<file path="config.mk">
export PLATFORM = sky130hd
export DESIGN_NAME = r5p_dec
export DESIGN_NICKNAME = d
export VERILOG_FILES = /design/src/logic/r5p_ctl_pkg.sv /design/src/logic/riscv_isa_pkg.sv /design/src/logic/r5p_dec.sv
export SDC_FILE = /design/constraint.sdc
export NUM_CORES = 1
export LEC_CHECK = 0
export BUFFER_PORTS_ARGS = -buffer_cell sky130_fd_sc_hd__buf_4
export CORE_UTILIZATION = 37
export DETAILED_ROUTE_END_ITERATION = 10
export PLACE_DENSITY = 0.95
export SYNTH_ARGS = -nofsm -noshare
export SYNTH_HDL_FRONTEND = slang
export SYNTH_SLANG_ARGS = --single-unit
</file>
<file path="constraint.sdc">
create_clock -name vclk -period 4.6
set_input_delay 0.46 -clock vclk [all_inputs]
set_output_delay 0.46 -clock vclk [all_outputs]
set_load 0.01 [all_outputs]
</file>
<file path="src/logic/r5p_ctl_pkg.sv">
`default_nettype none
////////////////////////////////////////////////////////////
// alu control codes passed from decoder to alu
////////////////////////////////////////////////////////////

package r5p_ctl_pkg;

  // operand select
  typedef enum logic [2:0] {
    AI_R1_R2 = 3'd0,  // rs1 and rs2
    AI_R1_II = 3'd1,  // rs1 and I immediate
    AI_R1_IL = 3'd2,  // rs1 and load offset
    AI_R1_IS = 3'd3,  // rs1 and store offset
    AI_PC_IU = 3'd4   // pc and U immediate
  } ai_t;

  // result type, bit 1 marks word width
  typedef enum logic [1:0] {
    R_SX = 2'b00,  // signed xlen
    R_UX = 2'b01,  // unsigned xlen
    R_SW = 2'b10,  // signed word
    R_UW = 2'b11   // unsigned word
  } rt_t;

  ////////////////////////////////////////////////////////////
  // operation code, funct7 bit 5 on top of funct3
  ////////////////////////////////////////////////////////////

  typedef struct packed {
    logic       f7_5;  // sub / sra
    logic [2:0] f3;
  } ao_t;

  // ? is a wildcard, compare with ==? or casez
  localparam ao_t AO_ADD  = 4'b0000;
  localparam ao_t AO_SUB  = 4'b1000;
  localparam ao_t AO_SLL  = 4'b?001;
  localparam ao_t AO_SLT  = 4'b?010;
  localparam ao_t AO_SLTU = 4'b?011;
  localparam ao_t AO_XOR  = 4'b?100;
  localparam ao_t AO_SRL  = 4'b0101;
  localparam ao_t AO_SRA  = 4'b1101;
  localparam ao_t AO_OR   = 4'b?110;
  localparam ao_t AO_AND  = 4'b?111;

endpackage

`default_nettype wire

</file>
<file path="src/logic/riscv_isa_pkg.sv">
`default_nettype none
////////////////////////////////////////////////////////////
// rv base isa encodings for the execute slice
// only the opcode classes that the decoder handles are listed
////////////////////////////////////////////////////////////

package riscv_isa_pkg;

  //////////////////////////////////////////////////////////
  // major opcodes, inst[6:0]
  //////////////////////////////////////////////////////////

  typedef enum logic [6:0] {
    LOAD      = 7'b000_0011,  // address only here
    OP_IMM    = 7'b001_0011,
    AUIPC     = 7'b001_0111,
    OP_IMM_32 = 7'b001_1011,  // rv64 only
    STORE     = 7'b010_0011,  // address only here
    OP        = 7'b011_0011,
    OP_32     = 7'b011_1011   // rv64 only
  } opc_t;

  // funct3 of the integer ops, inst[14:12]
  typedef enum logic [2:0] {
    ADD_SUB = 3'b000,
    SLL     = 3'b001,
    SLT     = 3'b010,
    SLTU    = 3'b011,
    XOR     = 3'b100,
    SR      = 3'b101,  // srl or sra by funct7
    OR      = 3'b110,
    AND     = 3'b111
  } fn3_t;

  // funct7 for sub, sra and srai
  localparam logic [6:0] F7_ALT = 7'b010_0000;

  // register index
  localparam int unsigned GPR_IW = 5;  // x0 .. x31
  typedef logic [GPR_IW-1:0] gpr_idx_t;

endpackage

`default_nettype wire
</file>
<file path="src/logic/r5p_dec.sv">
`timescale 1ns/1ns
`default_nettype none
////////////////////////////////////////////////////////////
// purely combinational decoder, one immediate pre-selected
// load/store funct3 is not checked, only the address is used
////////////////////////////////////////////////////////////

module r5p_dec #(
  parameter int unsigned XLEN = 64
)(
  input  logic [31:0]              inst,
  output r5p_ctl_pkg::ai_t         alu_ai,   // operand select
  output r5p_ctl_pkg::rt_t         alu_rt,   // result type
  output r5p_ctl_pkg::ao_t         alu_ao,   // operation
  output logic [XLEN-1:0]          imm,      // selected immediate
  output riscv_isa_pkg::gpr_idx_t  rs1_idx,
  output riscv_isa_pkg::gpr_idx_t  rs2_idx,
  output riscv_isa_pkg::gpr_idx_t  rd_idx,
  output logic                     wr_en,    // rd write, never for x0
  output logic                     mem_en,   // load or store address
  output logic                     dec_ill   // not decodable
);
  import riscv_isa_pkg::*;
  import r5p_ctl_pkg::*;

  localparam bit RV64 = (XLEN == 64);  // word forms exist

  opc_t            opc;
  fn3_t            fn3;
  logic [6:0]      f7;
  logic [6:0]      f7_shi;  // funct7 with the shamt msb masked on rv64
  logic            alt_ok;  // funct3 allows F7_ALT
  logic            alu_op;  // one of the four integer classes
  logic [XLEN-1:0] imm_i;
  logic [XLEN-1:0] imm_s;
  logic [XLEN-1:0] imm_u;
  logic            word;
  logic            wr;
  logic            mem;
  logic            bad;
  logic            f7_5;

  // fixed fields
  assign opc     = opc_t'(inst[6:0]);
  assign fn3     = fn3_t'(inst[14:12]);
  assign f7      = inst[31:25];
  assign f7_shi  = RV64 ? {inst[31:26], 1'b0} : inst[31:25];
  assign rs1_idx = inst[19:15];
  assign rs2_idx = inst[24:20];
  assign rd_idx  = inst[11:7];

  assign alt_ok = (fn3 == ADD_SUB) || (fn3 == SR);
  assign alu_op = opc inside {OP, OP_32, OP_IMM, OP_IMM_32};

  // immediates, sign extended to xlen
  assign imm_i = XLEN'(signed'(inst[31:20]));
  assign imm_s = XLEN'(signed'({inst[31:25], inst[11:7]}));
  assign imm_u = XLEN'(signed'({inst[31:12], 12'h000}));

  ////////////////////////////////////////////////////////////
  // opcode class
  ////////////////////////////////////////////////////////////

  always_comb begin
    alu_ai = AI_R1_R2;
    imm    = '0;
    word   = 1'b0;
    wr     = 1'b0;
    mem    = 1'b0;
    bad    = 1'b0;
    f7_5   = 1'b0;
    case (opc)
      OP: begin
        wr   = 1'b1;
        f7_5 = inst[30];
        bad  = !((f7 == '0) || ((f7 == F7_ALT) && alt_ok));
      end
      OP_32: begin
        wr   = 1'b1;
        word = 1'b1;
        f7_5 = inst[30];
        bad  = !RV64 || !(fn3 inside {ADD_SUB, SLL, SR}) ||
               !((f7 == '0) || ((f7 == F7_ALT) && alt_ok));
      end
      OP_IMM: begin
        alu_ai = AI_R1_II;
        imm    = imm_i;
        wr     = 1'b1;
        f7_5   = (fn3 == SR) && inst[30];  // srai only, else imm bit
        if (fn3 == SLL) bad = (f7_shi != '0);
        if (fn3 == SR)  bad = !((f7_shi == '0) || (f7_shi == F7_ALT));
      end
      OP_IMM_32: begin
        alu_ai = AI_R1_II;
        imm    = imm_i;
        wr     = 1'b1;
        word   = 1'b1;
        f7_5   = (fn3 == SR) && inst[30];
        case (fn3)
          ADD_SUB: bad = !RV64;                         // addiw
          SLL:     bad = !RV64 || (f7 != '0);           // shamt is 5 bits
          SR:      bad = !RV64 || !((f7 == '0) || (f7 == F7_ALT));
          default: bad = 1'b1;
        endcase
      end
      AUIPC: begin
        alu_ai = AI_PC_IU;
        imm    = imm_u;
        wr     = 1'b1;
      end
      LOAD: begin
        alu_ai = AI_R1_IL;
        imm    = imm_i;
        wr     = 1'b1;  // rd gets the address
        mem    = 1'b1;
      end
      STORE: begin
        alu_ai = AI_R1_IS;
        imm    = imm_s;
        mem    = 1'b1;
      end
      default: bad = 1'b1;  // unknown opcode
    endcase
  end

  // result type, sltu/sltiu compare unsigned
  always_comb begin
    if (word)                         alu_rt = R_SW;
    else if (alu_op && (fn3 == SLTU)) alu_rt = R_UX;
    else                              alu_rt = R_SX;
  end

  // address and auipc just add
  assign alu_ao = alu_op ? ao_t'{f7_5: f7_5, f3: fn3} : AO_ADD;

  assign wr_en   = wr && !bad && (rd_idx != '0);
  assign mem_en  = mem && !bad;
  assign dec_ill = bad;

endmodule

`default_nettype wire

</file>
* Word-level counts from Yosys, hierarchy flattened
Cells that the tools add are included.
Widths: inputs -> output; s select.
** Word-level totals
- Register bits :: 0
- Input bits :: 32
- Logic and storage cells :: 56
** Operators by class
- Equal/unequal tests :: 12
- Muxes and demuxes :: 13
- Reduce and logical (&&, ||, !) cells :: 31
** Operators with widths (number)
- $pmux 64 s3 :: 1
- $eq 7x6->1 const B :: 4
- $eq 7x5->1 const B :: 3
- $logic_not 7->1 :: 2
- $reduce_bool 7->1 :: 2
- $pmux 3 s4 :: 1
- $reduce_or 2->1 :: 4
- $eq 7x2->1 const B :: 1
- $eq 6x5->1 const B :: 1
- $logic_and 1x1->1 :: 6
- $mux 1 :: 6
- $reduce_or 3->1 :: 2
- $reduce_or 6->1 :: 1
- $logic_not 1->1 :: 5
- $logic_or 1x1->1 :: 5
- $pmux 1 s5 :: 1
- $reduce_bool 5->1 :: 1
- $mux 4 :: 1
- $reduce_bool 4->1 :: 1
- $eq 3x1->1 const B :: 1
- $eq 3x2->1 const B :: 1
- $eq 3x3->1 const B :: 1
- $logic_not 3->1 :: 1
- $pmux 1 s3 :: 1
- other kinds (3) :: 3

* Depth between registers and ports, before layout
Gate-level depths: netlist of the first run.
- Depth after elaboration :: 10
- Mapped depth :: 6
- Gate-level depth less buffers :: 4

* Least setup slack after synthesis of the first run
Ideal clock, no wire load.
- Kind :: input-to-output
- From :: input port inst[6]
- To :: output port imm[32]
- Data arrival time :: 2.094 ns
- Data required time :: 4.140 ns
- Setup slack :: 2.046 ns
- Cell stages on the path :: 4
- Buffers on the path :: 1
- Path through :: nand3b_1 a2111oi_4 o21a_1 buf_4
** Between the ends
- Cells in the longest elaborated chain, start to end :: 3
- Elaborated cells between the ends (all ways) :: 7
** RTL lines
- start: declaration :: line r5p_dec.sv:11 : input logic [31:0] inst,
- $eq 7x5->1 / $eq 7x2->1 (equally long branches) :: line r5p_dec.sv:72 : case (opc)
- $reduce_or 3->1 (no source line)
- $pmux 64 s3 * :: line r5p_dec.sv:72
- end: declaration :: line r5p_dec.sv:15 : output logic [XLEN-1:0] imm,
Mark *: on every way between the ends. The rest lies on a longest branch, timed or not.

* Worst setup path after layout of the first run
- From :: input port inst[6]
- To :: output port imm[52]
Same word-level chain as after synthesis.

==> results_tabular.tex, run 1 <==
\begin{tabular}{lr}
\hline
Metric & Value \\
\hline
\multicolumn{2}{l}{\textbf{Worst setup path}} \\
CP required & $\sim$4100 ps \\
Category of cells accounting for the largest share of critical-path delay & compound AO/OA/AOI/OAI gates \\
Worst Setup Path Type & input port to primary output \\
Critical-path top delay cell & o21a\_1 \\
List of cells traversed by the critical path & buf\_4, nand3b\_1, a2111oi\_4, o21a\_1, buf\_4 \\
Crit end category & primary output \\
Biggest fanout along the worst timing path & 33 \\
Data arrival at the endpoint of the critical path & between 2000 and 2500 ps \\
Most frequent cell on the critical path & buf\_4 \\
Delay contributed by the slowest stage of the critical path & 810 ps \\
Critical path launch point type & input port \\
Crit path buffers/inverters & 2 \\
\multicolumn{2}{l}{\textbf{Power and ir drop}} \\
Total power per unit cell area & 54.5 nW/um\^{}2 \\
Leakage dissipation & 0.00102 uW \\
Largest voltage drop on the vdd net & 0.0478 mV \\
Total chip power & $\sim$85 uW \\
\multicolumn{2}{l}{\textbf{Detailed routing}} \\
Via count & around 1200 \\
Detailed-routing iteration count for the pre-antenna-repair pass & 4 \\
Initial detailed-routing violation count & 7 \\
Mean number of vias per cell & 5.13 \\
Wire length after detailed routing & 3.12 mm \\
DR WL/cell & 13.1 microns \\
Remaining number of nets flagged by the antenna check after routing & 0 \\
Number of design rule violations left after detail routing & 0 \\
\multicolumn{2}{l}{\textbf{Timing}} \\
Crit share post-route & between 60\% and 70\% \\
Max-slew violation total from the final report & 0 \\
Actual slew at the worst max-slew pin & between 900 and 1000 ps \\
Hold Fails Final Rpt & 0 \\
RSZ-0062 raised after global routing & no \\
Final total negative setup slack & 0 ps \\
Post-route worst hold slack & 1110 ps \\
Minimum clock period & between 2000 and 3000 ps \\
Highest clock rate & 345 MHz \\
Worst-case headroom to the max-slew limit & roughly 39\% \\
Count of final setup violators & 0 \\
\multicolumn{2}{l}{\textbf{Global routing}} \\
Antenna violations before repair & 0 \\
Number of global-route vias before repair & between 800 and 900 \\
Grt total ovfl & 0 \\
Overall routing resource usage & 17.2\% \\
First-pass GRT wire length & 3.91 mm \\
Maximum number of pins on one net before global-route repair & 34 \\
\multicolumn{2}{l}{\textbf{Yosys}} \\
Gate Count Post-Synth & approximately 140 \\
Syn\_nets & 175 \\
Share of the yosys chip area belonging to registers & 0\% \\
Synthesized area per cell & between 7 and 8 sq um \\
Yosys warning count & 0 \\
Mapped cell area & 1010 sq um \\
Number of distinct library cells after synthesis & 36 \\
\multicolumn{2}{l}{\textbf{Layout}} \\
Final cell utilization of the core & 62.2\% \\
Number of clock buffers in the layout & 0 \\
Share of layout cells above drive strength 1 & 61.2\% \\
Most frequent standard cell in the layout excluding fill and tap cells & buf\_4 \\
Final nets & 243 \\
Most frequent cells in the layout & 124 x buf\_4, 20 x a21o\_1, 9 x and2\_1 \\
Fin cells & between 200 and 250 \\
Storage cell area & 0 sq um \\
FFs \& Latches & 0 \\
N\_diodes & 0 \\
Area delta synth->final & 55.5\% \\
\multicolumn{2}{l}{\textbf{Clock network}} \\
Hold-fix buffers, CTS & 0 \\
Number of post-CTS setup repair buffers & 0 \\
Number of cells upsized or downsized after cts & 0 \\
\multicolumn{2}{l}{\textbf{Worst hold path}} \\
Cell depth of the worst hold path & 2 \\
Worst Hold Launch & inst[18] \\
Min-delay worst type & input port to primary output \\
Hold Path Sink & rs1\_idx[3] \\
\multicolumn{2}{l}{\textbf{Die}} \\
\# IOs & around 120 \\
Placeable Area & 2520 sq um \\
Die X & 54.2 microns \\
Rows & 18 \\
Chip Height & roughly 54 microns \\
DIE AREA & 2940 sq um \\
Starting density of the core & 40.0\% \\
\multicolumn{2}{l}{\textbf{Run}} \\
Reported max-cap violation count & 0 \\
\multicolumn{2}{l}{\textbf{Run status}} \\
Status & completed \\
\multicolumn{2}{l}{\textbf{Place}} \\
Number of buffers added on ports & 123 \\
Dpl cells & 239 \\
Half-perimeter wire length of the detailed placement result & approximately 2.5 mm \\
Gpl congestion & between 0.7 and 0.8 \\
\hline
\end{tabular}
-- where the power goes --
group	switching, uW	internal [uW]	leakage [uW]
clock network	0	0	0
logic	39.9	45.6	0.00102
registers	0	0	0
-- cell type report --
cell class	instances	area, sq um
fillers	234	955
inverters	2	7.51
multi-input cells	83	592
well taps	30	37.5
repair buffers	124	931
-- through the flow --
step | cell area [sq um] | setup WS [ps]
floorplan | 1010 | 2050
global placement | 1570 | 1800
detailed placement | 1570 | 1670
CTS | 1570 | 1670
global route | 1570 | 1460
finish | 1570 | 1700
-- kinds of logic after synthesis --
family | share of synthesized area [%]
buf+inv | 41.3
compound gates | 29.5
simple gates | 28.3
xor+xnor | 0.869
-- synthesized netlist by cell type, drive strengths merged, types with 2 or more instances --
cell    instances  area (sq um)
buf            53           390
a21o           20           150
and2           11          70.1
a22o            5          43.8
clkbuf          5          18.8
and3            4          25.0
nand2           4          15.0
nor2b           4          25.0
nor3            4          20.0
nor4            4          25.0
nor2            3          11.3
inv             2          7.51
nand3b          2          15.0
nor3b           2          15.0
o221ai          2          17.5
or2             2          12.5
or4             2          18.8
-- how the worst max path moves through the flow --
stage,start,end,slack [ps],cells after the start
global route,inst[6],imm[38],1460,5
floorplan,inst[6],imm[32],2050,4
global placement,inst[6],imm[48],1800,5
finish,inst[6],imm[52],1700,5
detailed placement,inst[6],imm[38],1670,5
CTS,inst[6],imm[38],1670,5
-- metal layers --
metal	global-route usage, %	vias up	part of all wire, %
li1	-	592	-
met1	20.6	551	38
met2	34.6	82	51
met3	0.847	0	11
met4	0.427	0	0
met5	0	-	0
Power figures use the tool's default switching activity.
==> run 2, diff against run 1 <==
--- a/config.mk
+++ b/config.mk
@@ -6,9 +6,9 @@
 export NUM_CORES = 1
 export LEC_CHECK = 0
 export BUFFER_PORTS_ARGS = -buffer_cell sky130_fd_sc_hd__buf_4
-export CORE_UTILIZATION = 37
+export CORE_UTILIZATION = 35
 export DETAILED_ROUTE_END_ITERATION = 10
-export PLACE_DENSITY = 0.95
+export PLACE_DENSITY = 0.94
 export SYNTH_ARGS = -nofsm -noshare
 export SYNTH_HDL_FRONTEND = slang
 export SYNTH_SLANG_ARGS = --single-unit
==> constraint.sdc (replaced) <==
create_clock -name vclk -period 2.8
set_input_delay 0.28 -clock vclk [all_inputs]
set_output_delay 0.28 -clock vclk [all_outputs]
set_load 0.01 [all_outputs]
==> results_tabular.tex, run 2 (same netlist as run 1, synthesis figures left out) <==
\begin{tabular}{lr}
\hline
Metric & Value \\
\hline
\multicolumn{2}{l}{\textbf{Run status}} \\
Status & completed \\
\multicolumn{2}{l}{\textbf{Power and ir drop}} \\
Net Sw Frac & 47.0\% \\
Sequential fraction of design power & 0\% \\
Leakage dissipation & 0.00103 uW \\
Total power per unit cell area & 89.6 nW/um\^{}2 \\
Part of the power in combinational logic & 100.0\% \\
Int Power & 74.9 uW \\
Net switching power & 66.4 uW \\
Largest voltage drop on the vdd net & about 0.079 mV \\
Clk network pwr share & 0\% \\
\multicolumn{2}{l}{\textbf{Place}} \\
Gpl congestion & $\sim$0.84 \\
Number of buffers added on ports & 123 \\
Half-perimeter wire length of the detailed placement result & 2.65 mm \\
\multicolumn{2}{l}{\textbf{Layout}} \\
Final nets & 244 \\
Area delta synth->final & 56.3\% \\
Final cell utilization of the core & 57.7\% \\
Storage cell area & 0 sq um \\
Most frequent standard cell in the layout excluding fill and tap cells & buf\_4 \\
Number of clock buffers in the layout & 0 \\
FFs \& Latches & 0 \\
N\_diodes & 0 \\
Share of layout cells above drive strength 1 & about three fifths \\
Most frequent cells in the layout & 125 x buf\_4, 20 x a21o\_1, 9 x and2\_1 \\
\multicolumn{2}{l}{\textbf{Global routing}} \\
Global-route met2 utilization & a little over a third \\
Met1 layer usage reported by global route & about 22\% \\
Antenna violations before repair & 0 \\
Grt total ovfl & 0 \\
First-pass GRT wire length & 4.80 mm \\
Number of global-route vias before repair & 1040 \\
Maximum number of pins on one net before global-route repair & 34 \\
Met3 usage in global routing & under 10\% \\
Overall routing resource usage & 18.4\% \\
Busiest metal layer after global routing & met2 \\
\multicolumn{2}{l}{\textbf{Worst hold path}} \\
Min-delay worst type & input port to primary output \\
\multicolumn{2}{l}{\textbf{Timing}} \\
Crit share post-route & a little under 80\% \\
Final total negative setup slack & 0 ps \\
Minimum clock period & 2180 ps \\
Hold Fails Final Rpt & 0 \\
RSZ-0062 raised after global routing & no \\
Highest clock rate & 459 MHz \\
Actual slew at the worst max-slew pin & around 720 ps \\
Worst-case headroom to the max-slew limit & 51.6\% \\
Post-route worst hold slack & 751 ps \\
Count of final setup violators & 0 \\
Max-slew violation total from the final report & 0 \\
\multicolumn{2}{l}{\textbf{Clock network}} \\
Number of cells upsized or downsized after cts & 0 \\
Number of post-CTS setup repair buffers & 0 \\
Hold-fix buffers, CTS & 0 \\
\multicolumn{2}{l}{\textbf{Worst setup path}} \\
Worst Setup Path Type & input port to primary output \\
CP required & 2520 ps \\
Crit end category & primary output \\
Data arrival at the endpoint of the critical path & 1900 ps \\
Biggest fanout along the worst timing path & 20 \\
Critical path launch point type & input port \\
\multicolumn{2}{l}{\textbf{Detailed routing}} \\
Mean number of vias per cell & about 4.8 \\
DR WL/cell & 13.3 microns \\
Via count & about 1200 \\
Remaining number of nets flagged by the antenna check after routing & 0 \\
Detailed-routing iteration count for the pre-antenna-repair pass & 4 \\
Wire length after detailed routing & 3.20 mm \\
Initial detailed-routing violation count & 18 \\
Number of design rule violations left after detail routing & 0 \\
\multicolumn{2}{l}{\textbf{Die}} \\
\# IOs & 123 \\
Placeable Area & 2730 sq um \\
DIE AREA & 3100 sq um \\
Die X & 55.7 microns \\
Rows & 19 \\
Chip Height & 55.7 microns \\
Starting density of the core & 36.9\% \\
\multicolumn{2}{l}{\textbf{Run}} \\
Reported max-cap violation count & 0 \\
\hline
\end{tabular}
-- run 2: changes by cell type in the layout (fill, tap and decap cells not counted), sizes merged --
cell,previous run,this run
buf,124,125
-- run 2: layout make-up --
type | instances | area [sq um]
multi-input combinational | 83 | 592
fill | 257 | 1160
tap | 31 | 38.8
inverter | 2 | 7.51
timing repair buffer | 125 | 938
-- run 2: critical path, stage by stage --
cell	delay (ps)
buf_4	120
nand3b_1	290
a2111oi_4	500
and2_2	450
a21o_1	130
buf_4	120
-- run 2: final timing paths --
kind,slack [ps],end,depth (start not counted),start
worst max-delay path,620,imm[14],6,inst[6]
worst min-delay path,750,rs1_idx[3],2,inst[18]
-- run 2: power groups by stage --
stage                     clock, uW  sequential [uW]  combinational, uW
final                             0                0                141
after CTS                         0                0                142
after detailed placement          0                0                141
after floorplan                   0                0               75.2
after global routing              0                0                152
after global placement            0                0                141
-- run 2: through the flow --
stage / setup slack (ps) / power, uW / instances / cell area (sq um)
finish: 619 / 141 / 241 / 1580
global route: 510 / 152 / 241 / 1580
CTS: 636 / 142 / 241 / 1580
detailed placement: 637 / 141 / 241 / 1580
global placement: 702 / 141 / 241 / 1580
floorplan: 606 / 75.2 / 143 / 1010
-- run 2: metal layers --
layer | share of wire [%] | routed length [microns]
met1 | 41 | 1320
met2 | 51 | 1630
met3 | 7.9 | 253
met4 | 0 | 0
met5 | 0 | 0
==> run 3, diff against run 2 <==
--- a/config.mk
+++ b/config.mk
@@ -6,9 +6,9 @@
 export NUM_CORES = 1
 export LEC_CHECK = 0
 export BUFFER_PORTS_ARGS = -buffer_cell sky130_fd_sc_hd__buf_4
-export CORE_UTILIZATION = 35
+export CORE_UTILIZATION = 31
 export DETAILED_ROUTE_END_ITERATION = 10
-export PLACE_DENSITY = 0.94
+export PLACE_DENSITY = 0.89
 export SYNTH_ARGS = -nofsm -noshare
 export SYNTH_HDL_FRONTEND = slang
 export SYNTH_SLANG_ARGS = --single-unit
==> constraint.sdc (replaced) <==
create_clock -name vclk -period 1.85
set_input_delay 0.185 -clock vclk [all_inputs]
set_output_delay 0.185 -clock vclk [all_outputs]
set_load 0.01 [all_outputs]
==> results_tabular.tex, run 3 (same netlist as run 1, synthesis figures left out) <==
\begin{tabular}{lr}
\hline
Metric & Value \\
\hline
\multicolumn{2}{l}{\textbf{Global routing}} \\
First-pass GRT wire length & 4.71 mm \\
Grt total ovfl & 0 \\
Maximum number of pins on one net before global-route repair & 34 \\
Antenna violations before repair & 0 \\
Number of global-route vias before repair & 993 \\
Overall routing resource usage & 16.8\% \\
\multicolumn{2}{l}{\textbf{Die}} \\
\# IOs & 123 \\
Chip Height & 59.0 microns \\
Placeable Area & approximately 3100 sq um \\
Starting density of the core & 32.8\% \\
Die X & a little under 60 microns \\
Rows & 20 \\
DIE AREA & 3490 sq um \\
\multicolumn{2}{l}{\textbf{Layout}} \\
Storage cell area & 0 sq um \\
FFs \& Latches & 0 \\
N\_diodes & 0 \\
Area delta synth->final & 69.9\% \\
Number of clock buffers in the layout & 0 \\
Fin cells & 262 \\
Final nets & 252 \\
Most frequent standard cell in the layout excluding fill and tap cells & buf\_4 \\
Most frequent cells in the layout & 126 x buf\_4, 20 x a21o\_1, 9 x and2\_1 \\
Final cell utilization of the core & between 50\% and 60\% \\
Footprint of the multi-input gates & roughly 610 sq um \\
Share of layout cells above drive strength 1 & 64.7\% \\
Total of fill cells in the finished design & between 300 and 400 \\
\multicolumn{2}{l}{\textbf{Timing}} \\
Max-slew violation total from the final report & 0 \\
Count of final setup violators & 0 \\
RSZ-0062 raised after global routing & no \\
Highest clock rate & 561 MHz \\
Final total negative setup slack & 0 ps \\
Minimum clock period & between 1500 and 2000 ps \\
Post-route worst hold slack & 556 ps \\
Worst-case headroom to the max-slew limit & between 70\% and 80\% \\
Crit share post-route & 96.3\% \\
Hold Fails Final Rpt & 0 \\
Worst setup margin & just under 70 ps \\
Actual slew at the worst max-slew pin & 374 ps \\
\multicolumn{2}{l}{\textbf{Worst setup path}} \\
CP required & 1660 ps \\
Worst Setup Path Type & input port to primary output \\
Biggest fanout along the worst timing path & 3 \\
Data arrival at the endpoint of the critical path & around 1600 ps \\
Critical path launch point type & input port \\
Crit end category & primary output \\
\multicolumn{2}{l}{\textbf{Run status}} \\
Status & completed \\
\multicolumn{2}{l}{\textbf{Detailed routing}} \\
Initial detailed-routing violation count & 71 \\
Via count & 1231 \\
Number of design rule violations left after detail routing & 0 \\
Wire length after detailed routing & 3.28 mm \\
Detailed-routing iteration count for the pre-antenna-repair pass & 4 \\
Remaining number of nets flagged by the antenna check after routing & 0 \\
Mean number of vias per cell & 4.70 \\
DR WL/cell & 12.5 microns \\
\multicolumn{2}{l}{\textbf{Power and ir drop}} \\
Leakage dissipation & 0.00108 uW \\
Total power per unit cell area & around 130 nW/um\^{}2 \\
Largest voltage drop on the vdd net & $\sim$0.053 mV \\
\multicolumn{2}{l}{\textbf{Place}} \\
Number of buffers added on ports & 123 \\
Half-perimeter wire length of the detailed placement result & approximately 2.7 mm \\
Post-Place Setup Slack & -2.68 ps \\
Gpl congestion & 0.796 \\
Dpl cells & 260 \\
\multicolumn{2}{l}{\textbf{Clock network}} \\
Hold-fix buffers, CTS & 0 \\
\multicolumn{2}{l}{\textbf{Worst hold path}} \\
Min-delay worst type & input port to primary output \\
\multicolumn{2}{l}{\textbf{Run}} \\
Reported max-cap violation count & 0 \\
\hline
\end{tabular}
## run 3: metrics by stage
stage | total power, uW | area [sq um]
2_1_floorplan | 114 | 1010
3_3_place_gp | 215 | 1650
3_5_place_dp | 219 | 1650
4_1_cts | 220 | 1660
5_1_grt | 245 | 1710
6_report | 226 | 1710
## run 3: final timing paths
path              startpoint    endpoint  slack [ps]  cells after the start
setup / recovery    inst[26]     dec_ill          70                      6
hold / removal      inst[19]  rs1_idx[4]         560                      2
## run 3: critical path: stages
cell	delay, ps
buf_4	120
or4_4	550
o311ai_2	230
o211ai_1	160
or2_1	240
buf_6	120
## run 3: repair_timing
| item | in CTS | in global routing |
|---|---|---|
| resized for setup | 1 | 10 |
| buffers inserted | 0 | 2 |
| pin swaps | 1 | 6 |
| endpoints found under the setup margin | 1 | 20 |
## run 3: final cells by class
class	instances	share of cell area, %
multi-input cells	83	35.8
well taps	44	3.21
inverters	2	0.438
repair buffers	133	60.6
## run 3: report_power, final
group	switching, uW	internal (uW)
Combinational	105	121
Clock	0	0
Sequential	0	0
## run 3: layer usage
layer	GRT usage (%)	routed length (microns)	part of all wire (%)	up-vias
met2	32.5	1750	53	64
met4	0.340	0	0	0
li1	-	-	-	607
met3	2.18	263	8.0	0
met5	0	0	0	-
met1	20.6	1260	38	560
